<file path="src/weight_rotator_pkg.sv">
// weight rotator shared sizes, header layout and the two views of an input word
`default_nettype none

package weight_rotator_pkg;

  // output row geometry
  localparam int COLS       = 4;
  localparam int WORD_WIDTH = 8;
  localparam int ROW_WIDTH  = COLS * WORD_WIDTH;

  // header field widths
  localparam int BITS_ADDR_MAX = 8;
  localparam int BITS_XN       = 4;
  localparam int BITS_COLS     = 6;
  localparam int BITS_CIN      = 6;
  localparam int BITS_KW2      = 2;
  // tap counter runs up to 2*kw2
  localparam int BITS_KW       = BITS_KW2 + 1;

  localparam int BITS_HEADER = BITS_ADDR_MAX + BITS_XN + BITS_COLS + BITS_CIN + BITS_KW2;

  // loop limits with kw2 in the lowest bits
  typedef struct packed {
    logic [ROW_WIDTH-BITS_HEADER-1:0] pad;
    logic [BITS_ADDR_MAX-1:0]         addr_max;
    logic [BITS_XN-1:0]               xn_1;
    logic [BITS_COLS-1:0]             cols_1;
    logic [BITS_CIN-1:0]              cin_1;
    logic [BITS_KW2-1:0]              kw2;
  } header_t;

  typedef logic [COLS-1:0][WORD_WIDTH-1:0] row_t;

  // first beat of a packet is a header and the rest are weight rows
  typedef union packed {
    header_t header;
    row_t    row;
  } in_word_u;

endpackage

`default_nettype wire

</file>
<file path="src/header_decode.sv">
// weight rotator write side that parses packet headers and fills the free bank
`timescale 1ns/1ps
`default_nettype none

module header_decode #(
  parameter  int DEPTH = 64,
  localparam int AW    = (DEPTH > 1) ? $clog2(DEPTH) : 1
) (
  input  logic                              aclk,
  input  logic                              aresetn,
  input  logic                              i_valid,
  input  logic                              i_last,
  input  weight_rotator_pkg::in_word_u      i_data,
  input  logic                              i_release,
  input  logic                              i_release_bank,
  output logic                              o_ready,
  output logic                              o_wen,
  output logic                              o_wbank,
  output logic [AW-1:0]                     o_waddr,
  output logic [1:0]                        o_full,
  output weight_rotator_pkg::header_t [1:0] o_limits
);
  import weight_rotator_pkg::*;

  typedef enum logic [1:0] {IDLE, HEADER, WRITE, SWITCH} state_t;

  state_t  state;
  header_t hdr;
  logic    handshake;

  assign hdr       = i_data.header;
  assign o_ready   = (state == HEADER) || (state == WRITE);
  assign handshake = i_valid && o_ready;
  assign o_wen     = handshake && (state == WRITE);

  always_ff @(posedge aclk) begin
    if (!aresetn) begin
      state   <= IDLE;
      o_wbank <= 1'b0;
      o_waddr <= '0;
      o_full  <= 2'b00;
    end else begin
      // reader hands a drained bank back
      if (i_release) begin
        o_full[i_release_bank] <= 1'b0;
      end
      case (state)
        IDLE: begin
          if (!o_full[o_wbank]) begin
            state <= HEADER;
          end
        end
        HEADER: begin
          if (handshake) begin
            o_waddr <= '0;
            state   <= WRITE;
          end
        end
        WRITE: begin
          if (handshake) begin
            o_waddr <= o_waddr + 1'b1;
            // hand the bank to the reader once the packet is done
            if (i_last) begin
              o_full[o_wbank] <= 1'b1;
              o_wbank         <= ~o_wbank;
              state           <= SWITCH;
            end
          end
        end
        SWITCH: begin
          state <= IDLE;
        end
        default: begin
          state <= IDLE;
        end
      endcase
    end
  end

  // limits of the bank being filled
  always_ff @(posedge aclk) begin
    if ((state == HEADER) && handshake) begin
      o_limits[o_wbank] <= hdr;
    end
  end

endmodule

`default_nettype wire

</file>
<file path="src/weight_bank.sv">
// weight rotator storage of two ram banks with a shared write port and a registered read port
`timescale 1ns/1ps
`default_nettype none

module weight_bank #(
  parameter  int DEPTH = 64,
  localparam int AW    = (DEPTH > 1) ? $clog2(DEPTH) : 1
) (
  input  logic                     aclk,
  input  logic                     i_wen,
  input  logic                     i_wbank,
  input  logic [AW-1:0]            i_waddr,
  input  weight_rotator_pkg::row_t i_wdata,
  input  logic                     i_ren,
  input  logic                     i_rbank,
  input  logic [AW-1:0]            i_raddr,
  output weight_rotator_pkg::row_t o_rdata
);
  import weight_rotator_pkg::*;

  // indexed by bank and then by row address
  row_t mem [2][DEPTH];

  always_ff @(posedge aclk) begin
    if (i_wen) begin
      mem[i_wbank][i_waddr] <= i_wdata;
    end
  end

  // one cycle read latency
  always_ff @(posedge aclk) begin
    if (i_ren) begin
      o_rdata <= mem[i_rbank][i_raddr];
    end
  end

endmodule

`default_nettype wire

</file>
<file path="src/read_sequencer.sv">
// weight rotator read side that replays a full bank with nested loop counters and position flags
`timescale 1ns/1ps
`default_nettype none

module read_sequencer #(
  parameter  int DEPTH = 64,
  localparam int AW    = (DEPTH > 1) ? $clog2(DEPTH) : 1
) (
  input  logic                              aclk,
  input  logic                              aresetn,
  input  logic [1:0]                        i_full,
  input  weight_rotator_pkg::header_t [1:0] i_limits,
  input  logic                              i_space,
  output logic                              o_ren,
  output logic                              o_rbank,
  output logic [AW-1:0]                     o_raddr,
  output logic                              o_last,
  output logic                              o_first_clk,
  output logic                              o_cin_last,
  output logic                              o_w_last,
  output logic                              o_w_first_kw2,
  output logic                              o_release,
  output logic                              o_release_bank
);
  import weight_rotator_pkg::*;

  typedef enum logic [1:0] {IDLE, READ, SWITCH} state_t;

  state_t               state;
  header_t              lim;
  logic [AW-1:0]        addr;
  logic [BITS_KW-1:0]   c_kw;
  logic [BITS_CIN-1:0]  c_cin;
  logic [BITS_COLS-1:0] c_cols;
  logic [BITS_XN-1:0]   c_xn;
  logic [BITS_KW-1:0]   kw_max;
  logic [BITS_COLS-1:0] cols_left;
  logic                 l_addr;
  logic                 l_kw;
  logic                 l_cin;
  logic                 l_cols;
  logic                 l_xn;

  assign lim       = i_limits[o_rbank];
  // 2*kw2 taps past the first
  assign kw_max    = {lim.kw2, 1'b0};
  assign cols_left = lim.cols_1 - c_cols;

  assign l_addr = (BITS_ADDR_MAX'(addr) == lim.addr_max);
  assign l_kw   = (c_kw == kw_max);
  assign l_cin  = (c_cin == lim.cin_1);
  assign l_cols = (c_cols == lim.cols_1);
  assign l_xn   = (c_xn == lim.xn_1);

  assign o_ren         = (state == READ) && i_space;
  assign o_raddr       = addr;
  assign o_first_clk   = (c_kw == '0) && (c_cin == '0) && (c_cols == '0);
  assign o_cin_last    = l_kw && l_cin;
  assign o_w_last      = l_cols;
  assign o_w_first_kw2 = cols_left < BITS_COLS'(lim.kw2);
  assign o_last        = l_kw && l_cin && l_cols && l_xn;

  // index already points past the drained bank
  assign o_release      = (state == SWITCH);
  assign o_release_bank = ~o_rbank;

  always_ff @(posedge aclk) begin
    if (!aresetn) begin
      state   <= IDLE;
      o_rbank <= 1'b0;
      addr    <= '0;
      c_kw    <= '0;
      c_cin   <= '0;
      c_cols  <= '0;
      c_xn    <= '0;
    end else begin
      case (state)
        IDLE: begin
          addr   <= '0;
          c_kw   <= '0;
          c_cin  <= '0;
          c_cols <= '0;
          c_xn   <= '0;
          if (i_full[o_rbank]) begin
            state <= READ;
          end
        end
        READ: begin
          if (o_ren) begin
            // address wraps independent of the loop nest
            addr <= l_addr ? '0 : addr + 1'b1;
            c_kw <= l_kw ? '0 : c_kw + 1'b1;
            if (l_kw) begin
              c_cin <= l_cin ? '0 : c_cin + 1'b1;
            end
            if (l_kw && l_cin) begin
              c_cols <= l_cols ? '0 : c_cols + 1'b1;
            end
            if (l_kw && l_cin && l_cols) begin
              c_xn <= l_xn ? '0 : c_xn + 1'b1;
            end
            if (o_last) begin
              o_rbank <= ~o_rbank;
              state   <= SWITCH;
            end
          end
        end
        SWITCH: begin
          state <= IDLE;
        end
        default: begin
          state <= IDLE;
        end
      endcase
    end
  end

endmodule

`default_nettype wire

</file>
<file path="src/output_buffer.sv">
// weight rotator output stage with a two-entry fifo that lines flags up with ram data
`timescale 1ns/1ps
`default_nettype none

module output_buffer (
  input  logic                     aclk,
  input  logic                     aresetn,
  input  logic                     i_ren,
  input  weight_rotator_pkg::row_t i_rdata,
  input  logic                     i_last,
  input  logic                     i_first_clk,
  input  logic                     i_cin_last,
  input  logic                     i_w_last,
  input  logic                     i_w_first_kw2,
  input  logic                     i_ready,
  output logic                     o_space,
  output logic                     o_valid,
  output weight_rotator_pkg::row_t o_data,
  output logic                     o_last,
  output logic                     o_first_clk,
  output logic                     o_cin_last,
  output logic                     o_w_last,
  output logic                     o_w_first_kw2
);
  import weight_rotator_pkg::*;

  localparam int NFLAGS = 5;

  logic              pend;
  logic [NFLAGS-1:0] flags_d;
  row_t              buf_data [2];
  logic [NFLAGS-1:0] buf_flags [2];
  logic              wr_ptr;
  logic              rd_ptr;
  logic [1:0]        count;
  logic              pop;

  assign o_valid = (count != 2'd0);
  assign pop     = o_valid && i_ready;
  // a read in flight already owns a slot and a pop this cycle frees one
  assign o_space = (3'(count) + 3'(pend)) < (3'd2 + 3'(pop));

  always_ff @(posedge aclk) begin
    if (!aresetn) begin
      pend <= 1'b0;
    end else begin
      pend <= i_ren;
    end
  end

  // flags wait one cycle for the ram data
  always_ff @(posedge aclk) begin
    if (i_ren) begin
      flags_d <= {i_last, i_first_clk, i_cin_last, i_w_last, i_w_first_kw2};
    end
  end

  always_ff @(posedge aclk) begin
    if (!aresetn) begin
      wr_ptr <= 1'b0;
      rd_ptr <= 1'b0;
      count  <= 2'd0;
    end else begin
      if (pend) begin
        wr_ptr <= ~wr_ptr;
      end
      if (pop) begin
        rd_ptr <= ~rd_ptr;
      end
      count <= count + {1'b0, pend} - {1'b0, pop};
    end
  end

  always_ff @(posedge aclk) begin
    if (pend) begin
      buf_data[wr_ptr]  <= i_rdata;
      buf_flags[wr_ptr] <= flags_d;
    end
  end

  // head entry stays put until it is taken
  assign o_data = buf_data[rd_ptr];
  assign {o_last, o_first_clk, o_cin_last, o_w_last, o_w_first_kw2} = buf_flags[rd_ptr];

endmodule

`default_nettype wire

</file>
<file path="src/weight_rotator.sv">
// weight rotator top with double-buffered weight storage replayed as a rotating row stream
`timescale 1ns/1ps
`default_nettype none

module weight_rotator #(
  parameter  int DEPTH = 64,
  localparam int AW    = (DEPTH > 1) ? $clog2(DEPTH) : 1
) (
  input  logic                                     aclk,
  input  logic                                     aresetn,
  input  logic                                     i_valid,
  output logic                                     o_ready,
  input  logic [weight_rotator_pkg::ROW_WIDTH-1:0] i_data,
  input  logic                                     i_last,
  output logic                                     o_valid,
  input  logic                                     i_ready,
  output weight_rotator_pkg::row_t                 o_data,
  output logic                                     o_last,
  output logic                                     o_first_clk,
  output logic                                     o_cin_last,
  output logic                                     o_w_last,
  output logic                                     o_w_first_kw2
);
  import weight_rotator_pkg::*;

  in_word_u      in_word;
  header_t [1:0] limits;
  row_t          rdata;
  logic          wen;
  logic          wbank;
  logic [AW-1:0] waddr;
  logic [1:0]    full;
  logic          ren;
  logic          rbank;
  logic [AW-1:0] raddr;
  logic          rd_last;
  logic          rd_first_clk;
  logic          rd_cin_last;
  logic          rd_w_last;
  logic          rd_w_first_kw2;
  logic          space;
  logic          rel;
  logic          rel_bank;

  assign in_word = i_data;

  header_decode #(.DEPTH(DEPTH)) u_header_decode (
    .aclk           (aclk),
    .aresetn        (aresetn),
    .i_valid        (i_valid),
    .i_last         (i_last),
    .i_data         (in_word),
    .i_release      (rel),
    .i_release_bank (rel_bank),
    .o_ready        (o_ready),
    .o_wen          (wen),
    .o_wbank        (wbank),
    .o_waddr        (waddr),
    .o_full         (full),
    .o_limits       (limits)
  );

  // weight beats are written as a full row
  weight_bank #(.DEPTH(DEPTH)) u_weight_bank (
    .aclk    (aclk),
    .i_wen   (wen),
    .i_wbank (wbank),
    .i_waddr (waddr),
    .i_wdata (in_word.row),
    .i_ren   (ren),
    .i_rbank (rbank),
    .i_raddr (raddr),
    .o_rdata (rdata)
  );

  read_sequencer #(.DEPTH(DEPTH)) u_read_sequencer (
    .aclk           (aclk),
    .aresetn        (aresetn),
    .i_full         (full),
    .i_limits       (limits),
    .i_space        (space),
    .o_ren          (ren),
    .o_rbank        (rbank),
    .o_raddr        (raddr),
    .o_last         (rd_last),
    .o_first_clk    (rd_first_clk),
    .o_cin_last     (rd_cin_last),
    .o_w_last       (rd_w_last),
    .o_w_first_kw2  (rd_w_first_kw2),
    .o_release      (rel),
    .o_release_bank (rel_bank)
  );

  output_buffer u_output_buffer (
    .aclk          (aclk),
    .aresetn       (aresetn),
    .i_ren         (ren),
    .i_rdata       (rdata),
    .i_last        (rd_last),
    .i_first_clk   (rd_first_clk),
    .i_cin_last    (rd_cin_last),
    .i_w_last      (rd_w_last),
    .i_w_first_kw2 (rd_w_first_kw2),
    .i_ready       (i_ready),
    .o_space       (space),
    .o_valid       (o_valid),
    .o_data        (o_data),
    .o_last        (o_last),
    .o_first_clk   (o_first_clk),
    .o_cin_last    (o_cin_last),
    .o_w_last      (o_w_last),
    .o_w_first_kw2 (o_w_first_kw2)
  );

endmodule

`default_nettype wire

</file>
<file path="config.mk">
export PLATFORM = sky130hd
export DESIGN_NAME = weight_rotator
export DESIGN_NICKNAME = d
export VERILOG_FILES = /design/src/weight_rotator_pkg.sv /design/src/header_decode.sv /design/src/weight_bank.sv /design/src/read_sequencer.sv /design/src/output_buffer.sv /design/src/weight_rotator.sv
export SDC_FILE = /design/constraint.sdc
export NUM_CORES = 2
export LEC_CHECK = 0
export BUFFER_PORTS_ARGS = -buffer_cell sky130_fd_sc_hd__buf_4
export CAP_MARGIN = 40
export CORE_MARGIN = 5
export CORE_UTILIZATION = 45
export DETAILED_ROUTE_END_ITERATION = 8
export HOLD_SLACK_MARGIN = 0.02
export PLACE_DENSITY = 0.65
export SYNTH_ARGS = -nofsm -noshare
export SYNTH_HDL_FRONTEND = slang
export SYNTH_HIERARCHICAL = 1
export SYNTH_MEMORY_MAX_BITS = 65536
export SYNTH_SLANG_ARGS = --single-unit
</file>
<file path="constraint.sdc">
create_clock -name aclk -period 6 [get_ports aclk]
set_input_delay 0.6 -clock aclk [delete_from_list [all_inputs] [get_ports aclk]]
set_output_delay 0.6 -clock aclk [all_outputs]
set_load 0.01 [all_outputs]
</file>
**Word level (Yosys, flattened, before mapping)**

Memory sizes are Yosys's and may differ from the RTL's. A register that Yosys moved wholly into a read port is not among the register bits.
Cells that the tools add are included.

- Memories kept: 3
- RAM bits: 4170
- Word-level logic and storage cells: 179
- Output and inout port bits: 39
- Latch bits: 0
- Bits in read-only memories: 0
- Register bits: 145

Memory list:

| memory | words | width | read ports | clocked after Yosys merged registers in | write ports | RTL line | text |
|---|---|---|---|---|---|---|---|
| u_weight_bank.mem | 2 | 2048 | 1 | 1 | 1 | weight_bank.sv:22 | `row_t mem [2][DEPTH];` |
| u_output_buffer.buf_data | 2 | 32 | 1 | 1 | 1 | output_buffer.sv:31 | `row_t buf_data [2];` |
| u_output_buffer.buf_flags | 2 | 5 | 1 | 1 | 1 | output_buffer.sv:32 | `logic [NFLAGS-1:0] buf_flags [2];` |

- Eq/ne operators: 20
- Reduce and logical (&&, ||, !) cells: 31
- Multiply operators: 0
- $lt $le $gt $ge: 10
- Mux-type cells: 63
- Bitwise gates (word level): 9
- Divide/modulo/power cells: 0
- Shift operators: 0
- $add $sub $neg: 11

Operators by type and width:

| operator | count |
|---|---|
| $mux 2048 | 1 |
| $bmux 32 s6 | 1 |
| $demux 32 s6 | 1 |
| $mux 32 | 4 |
| $bwmux 64 | 1 |
| $mux 6 | 10 |
| $mux 26 | 2 |
| $pmux 6 s2 | 4 |
| $demux 32 s1 | 1 |
| $add 6x1->6 const B | 4 |
| $mux 2 | 12 |
| $reduce_and 3->1 | 7 |
| $mux 1 | 15 |
| $ge 7x7->1 const B | 2 |
| $ne 2x1->1 const B | 7 |
| $not 6->7 | 2 |
| $logic_and 1x1->1 | 13 |
| $eq 6x6->1 | 2 |
| $logic_not 6->1 | 2 |
| $mux 4 | 3 |
| $eq 6x8->1 | 1 |
| $pmux 2 s4 | 1 |
| $pmux 4 s2 | 1 |
| $lt 7x1->1 const B | 1 |
| 30 further kinds | 46 |

**Longest topological paths before layout**

- Depth in word-level cells: 13
- Gate-level depth with buffers: 14

**Cells and area by module**

The synthesis kept the hierarchy.

By module, submodules not included:

| module | area an instance (um2) | cells an instance | times used |
|---|---|---|---|
| weight_bank | 156512.6 | 5977 | 1 |
| output_buffer | 3274.4 | 148 | 1 |
| header_decode | 2514.9 | 131 | 1 |
| read_sequencer | 2210.9 | 260 | 1 |

**Worst setup path before layout**

OpenSTA, ideal clock, no wires.

- Path kind: flip-flop to flip-flop
- Start point: register u_header_decode.state[0]
- End point: memory u_weight_bank/mem[1][576] in the netlist's numbering, enable pin
- Library setup time: 0.421 ns
- Path slack: 2.665 ns
- Cell stages (with the launch flop): 8
- Path buffers: 1
- Required time: 5.579 ns
- Data arrival time: 2.914 ns
- Period minus slack after synthesis: 3.335 ns
- Path through: dfxtp_1 -> inv_1 -> ha_1 -> and2_1 -> nor2b_1 -> nand3_1 -> clkbuf_1 -> nor2_1

- Word-level cells in the longest chain between the ends: 6

Ends and longest elaborated chain:

| item | RTL line | text |
|---|---|---|
| start: declaration | header_decode.sv:27 | `state_t state;` |
| start signal: assignment | header_decode.sv:38 | `state <= IDLE;` |
| start signal: assignment | header_decode.sv:50 | `state <= HEADER;` |
| start signal: assignment | header_decode.sv:56 | `state <= WRITE;` |
| $eq 2x1->1 / $eq 2x2->1 (equally long branches) | header_decode.sv:32, header_decode.sv:34 |  |
| $logic_or 1x1->1 | header_decode.sv:32 | `assign o_ready = (state == HEADER) \|\| (state == WRITE);` |
| $logic_and 1x1->1 | header_decode.sv:33 | `assign handshake = i_valid && o_ready;` |
| $logic_and 1x1->1 * | header_decode.sv:34 | `assign o_wen = handshake && (state == WRITE);` |
| named net wen | weight_rotator.sv:29 | `logic wen;` |
| $mux 1 * | weight_bank.sv:25 | `if (i_wen) begin` |
| $mux 2048 (implied by the code) * | weight_bank.sv:26 | `mem[i_wbank][i_waddr] <= i_wdata;` |
| end: declaration | weight_bank.sv:22 |  |

The timed path passes the listed nets; every way through them passes the cells marked *.

==> flow_summary.json <==
{
  "crit_chain": "buf_12, buf_12, buf_4, mux4_2, mux4_2, mux4_2, mux2_2",
  "slowest_delay_ns": 0.88,
  "cts_max_path_buffers": 4,
  "cts_sinks": 4304,
  "cts_tree": "done",
  "port_buffers": 75,
  "place_ws_ns": 1.70,
  "slowest_stage": "dfxtp_4",
  "power-per-cell-area_mw_per_mm2": 322,
  "max-cap-violations": 0,
  "grtUsageMet3": 0.0486,
  "period_needed_ns": 4.35,
  "final_cell_mix": "4259 x edfxtp_1, 1344 x mux4_2, 430 x clkbuf_16",
  "slew_viol_final": 0,
  "gr-total-overflow": 0,
  "setup_violations": 0,
  "dp_hpwl_mm": 249,
  "final_cell_area_mm2": 0.187,
  "core_mm2": 0.363,
  "critPathCaptureType": "register",
  "use_met1": 0.324,
  "period_share": 0.725,
  "clk_latency_ns": 0.97,
  "die_area_mm2": 0.377,
  "syn_inst": 6504,
  "routedWlPerCell_um": 35.2,
  "fin_skew_ns": 0.0834,
  "critPathArrivalTime_ns": 5.02,
  "cp_top_family": "multiplexers",
  "start_util": 0.452,
  "path_max_fanout": 34,
  "n_fill_cell": 27300,
  "cellLeakagePower_uw": 0.0554,
  "vias_per_cell": 6.26,
  "fin_ws_ns": 1.65,
  "rows": 221,
  "grtUsageTotal": 0.226,
  "fmax_ghz": 0.230,
  "final_nets": 7067,
  "cts_buffers": 423,
  "grt_pass1_wl_mm": 598,
  "cp-start-kind": "register",
  "grt_antenna_before_repair": 60,
  "finalWirelength_mm": 428,
  "place_area_mm2": 0.174,
  "cts_resized": 0,
  "tightest_slew_ns": 1.15,
  "register_area_mm2": 0.129,
  "top_usage_layer": "met2",
  "netlist_area_mm2": 0.164,
  "slew_headroom": 0.236,
  "p_total_uw": 60300,
  "grt_pass1_vias": 76200,
  "fin_setup_tns_ns": 0,
  "multi_input_area_mm2": 0.0349,
  "clk_pin_slew_ns": 0.06,
  "place_congestion": 0.813,
  "worstSetupPathType": "reg2reg",
  "drt_first_pass_iters": 8,
  "drtAntennaViolNets": 0,
  "drtIter0Drc": 10900,
  "dieHeight_um": 614,
  "hold_viol_final": 0,
  "synth.avg_cell_area_um2": 25.2,
  "final_common_cell": "edfxtp_1",
  "crit_path_frequent_cell": "mux4_2",
  "vias": 76200,
  "htree_num_levels": 5,
  "layout-drive-gt1-share": 0.347,
  "ir_worst_vdd_mv": 0.238,
  "crit_buf_inv": 3,
  "rsz0062_at_grt": "no",
  "cts-root-buf": "clkbuf_16",
  "worst_ep_required_time_ns": 6.67,
  "hold_class": "in2reg",
  "ios": 76,
  "status": "finished, final reports clean",
  "use_met2": 0.356,
  "synthesis.nets": 6564,
  "grt_max_degree": 98,
  "synth_warnings": 6,
  "drc": 0,
  "die_w_um": 614,
  "area_growth_pct": 14.2
}
-- through the flow --
stage / utilization / instances / hold slack [ns]
after floorplan: - / 6504 / 0.421
after global placement: 0.477 / 11300 / 0.440
after detailed placement: 0.480 / 11400 / 0.452
after CTS: 0.516 / 12100 / 0.0693
after global routing: 0.517 / 12200 / 0.138
final: 0.517 / 12200 / 0.145
-- routing by layer --
metal | wire (µm) | vias to the layer above
li1 | - | 29500
met1 | 163000 | 41500
met2 | 204000 | 4509
met3 | 47900 | 675
met4 | 12600 | 16
met5 | 109 | -
-- flip-flops by register name, summed over array words and instances, names as in the netlist, 2 cells and up, named ones only --
signal                     count
u_header_decode/state          2
u_output_buffer/buf_data      64
u_read_sequencer/o_raddr       6
u_weight_bank/o_rdata         32
u_header_decode/o_full         2
u_header_decode/o_limits      52
u_output_buffer/flags_d        5
u_read_sequencer/c_kw          3
u_header_decode/o_waddr        6
u_output_buffer/buf_flags     10
u_output_buffer/count          2
u_read_sequencer/c_cols        6
u_read_sequencer/c_cin         6
u_read_sequencer/state         2
u_weight_bank/mem           4096
u_read_sequencer/c_xn          4
-- worst reg2reg max path: stages (launching register included) --
cell and delay [ns]:
dfxtp_4 0.88, buf_12 0.40, buf_12 0.33, buf_4 0.35, mux4_2 0.58, mux4_2 0.57
mux4_2 0.65, mux2_2 0.33
-- final timing paths --
path	depth (start not counted)	from	end	slack (ns)
max	7	u_read_sequencer/o_rbank	u_weight_bank/o_rdata[1]	1.65
min	4	i_last	u_header_decode/state[1]	0.14
max reg2reg	7	u_read_sequencer/o_rbank	u_weight_bank/o_rdata[1]	1.65
min reg2reg	0	u_output_buffer/flags_d[4]	u_output_buffer/buf_flags[1][4]	0.47
-- timing repair --
action                                 CTS  global route
hold buffers                             2             0
endpoints found under the hold margin   15             0
buffers inserted                         0             0
-- report_power, final --
part           total, µW  switching [µW]  internal, µW
Clock              25400           11000         14400
Combinational       1670            1160           517
Sequential         33200            75.3         33100
-- area by class of cell --
| cell class | count | area share |
|---|---|---|
| timing repair buffer | 402 | 0.0235 |
| antenna | 19 | 0.000254 |
| multi-input combinational | 1849 | 0.186 |
| sequential | 4304 | 0.687 |
| inverter | 27 | 0.000541 |
| tap | 4794 | 0.0320 |
| clock inverter | 252 | 0.0112 |
| clock buffer | 521 | 0.0593 |
Note: power is estimated with default switching activity, not from simulation.
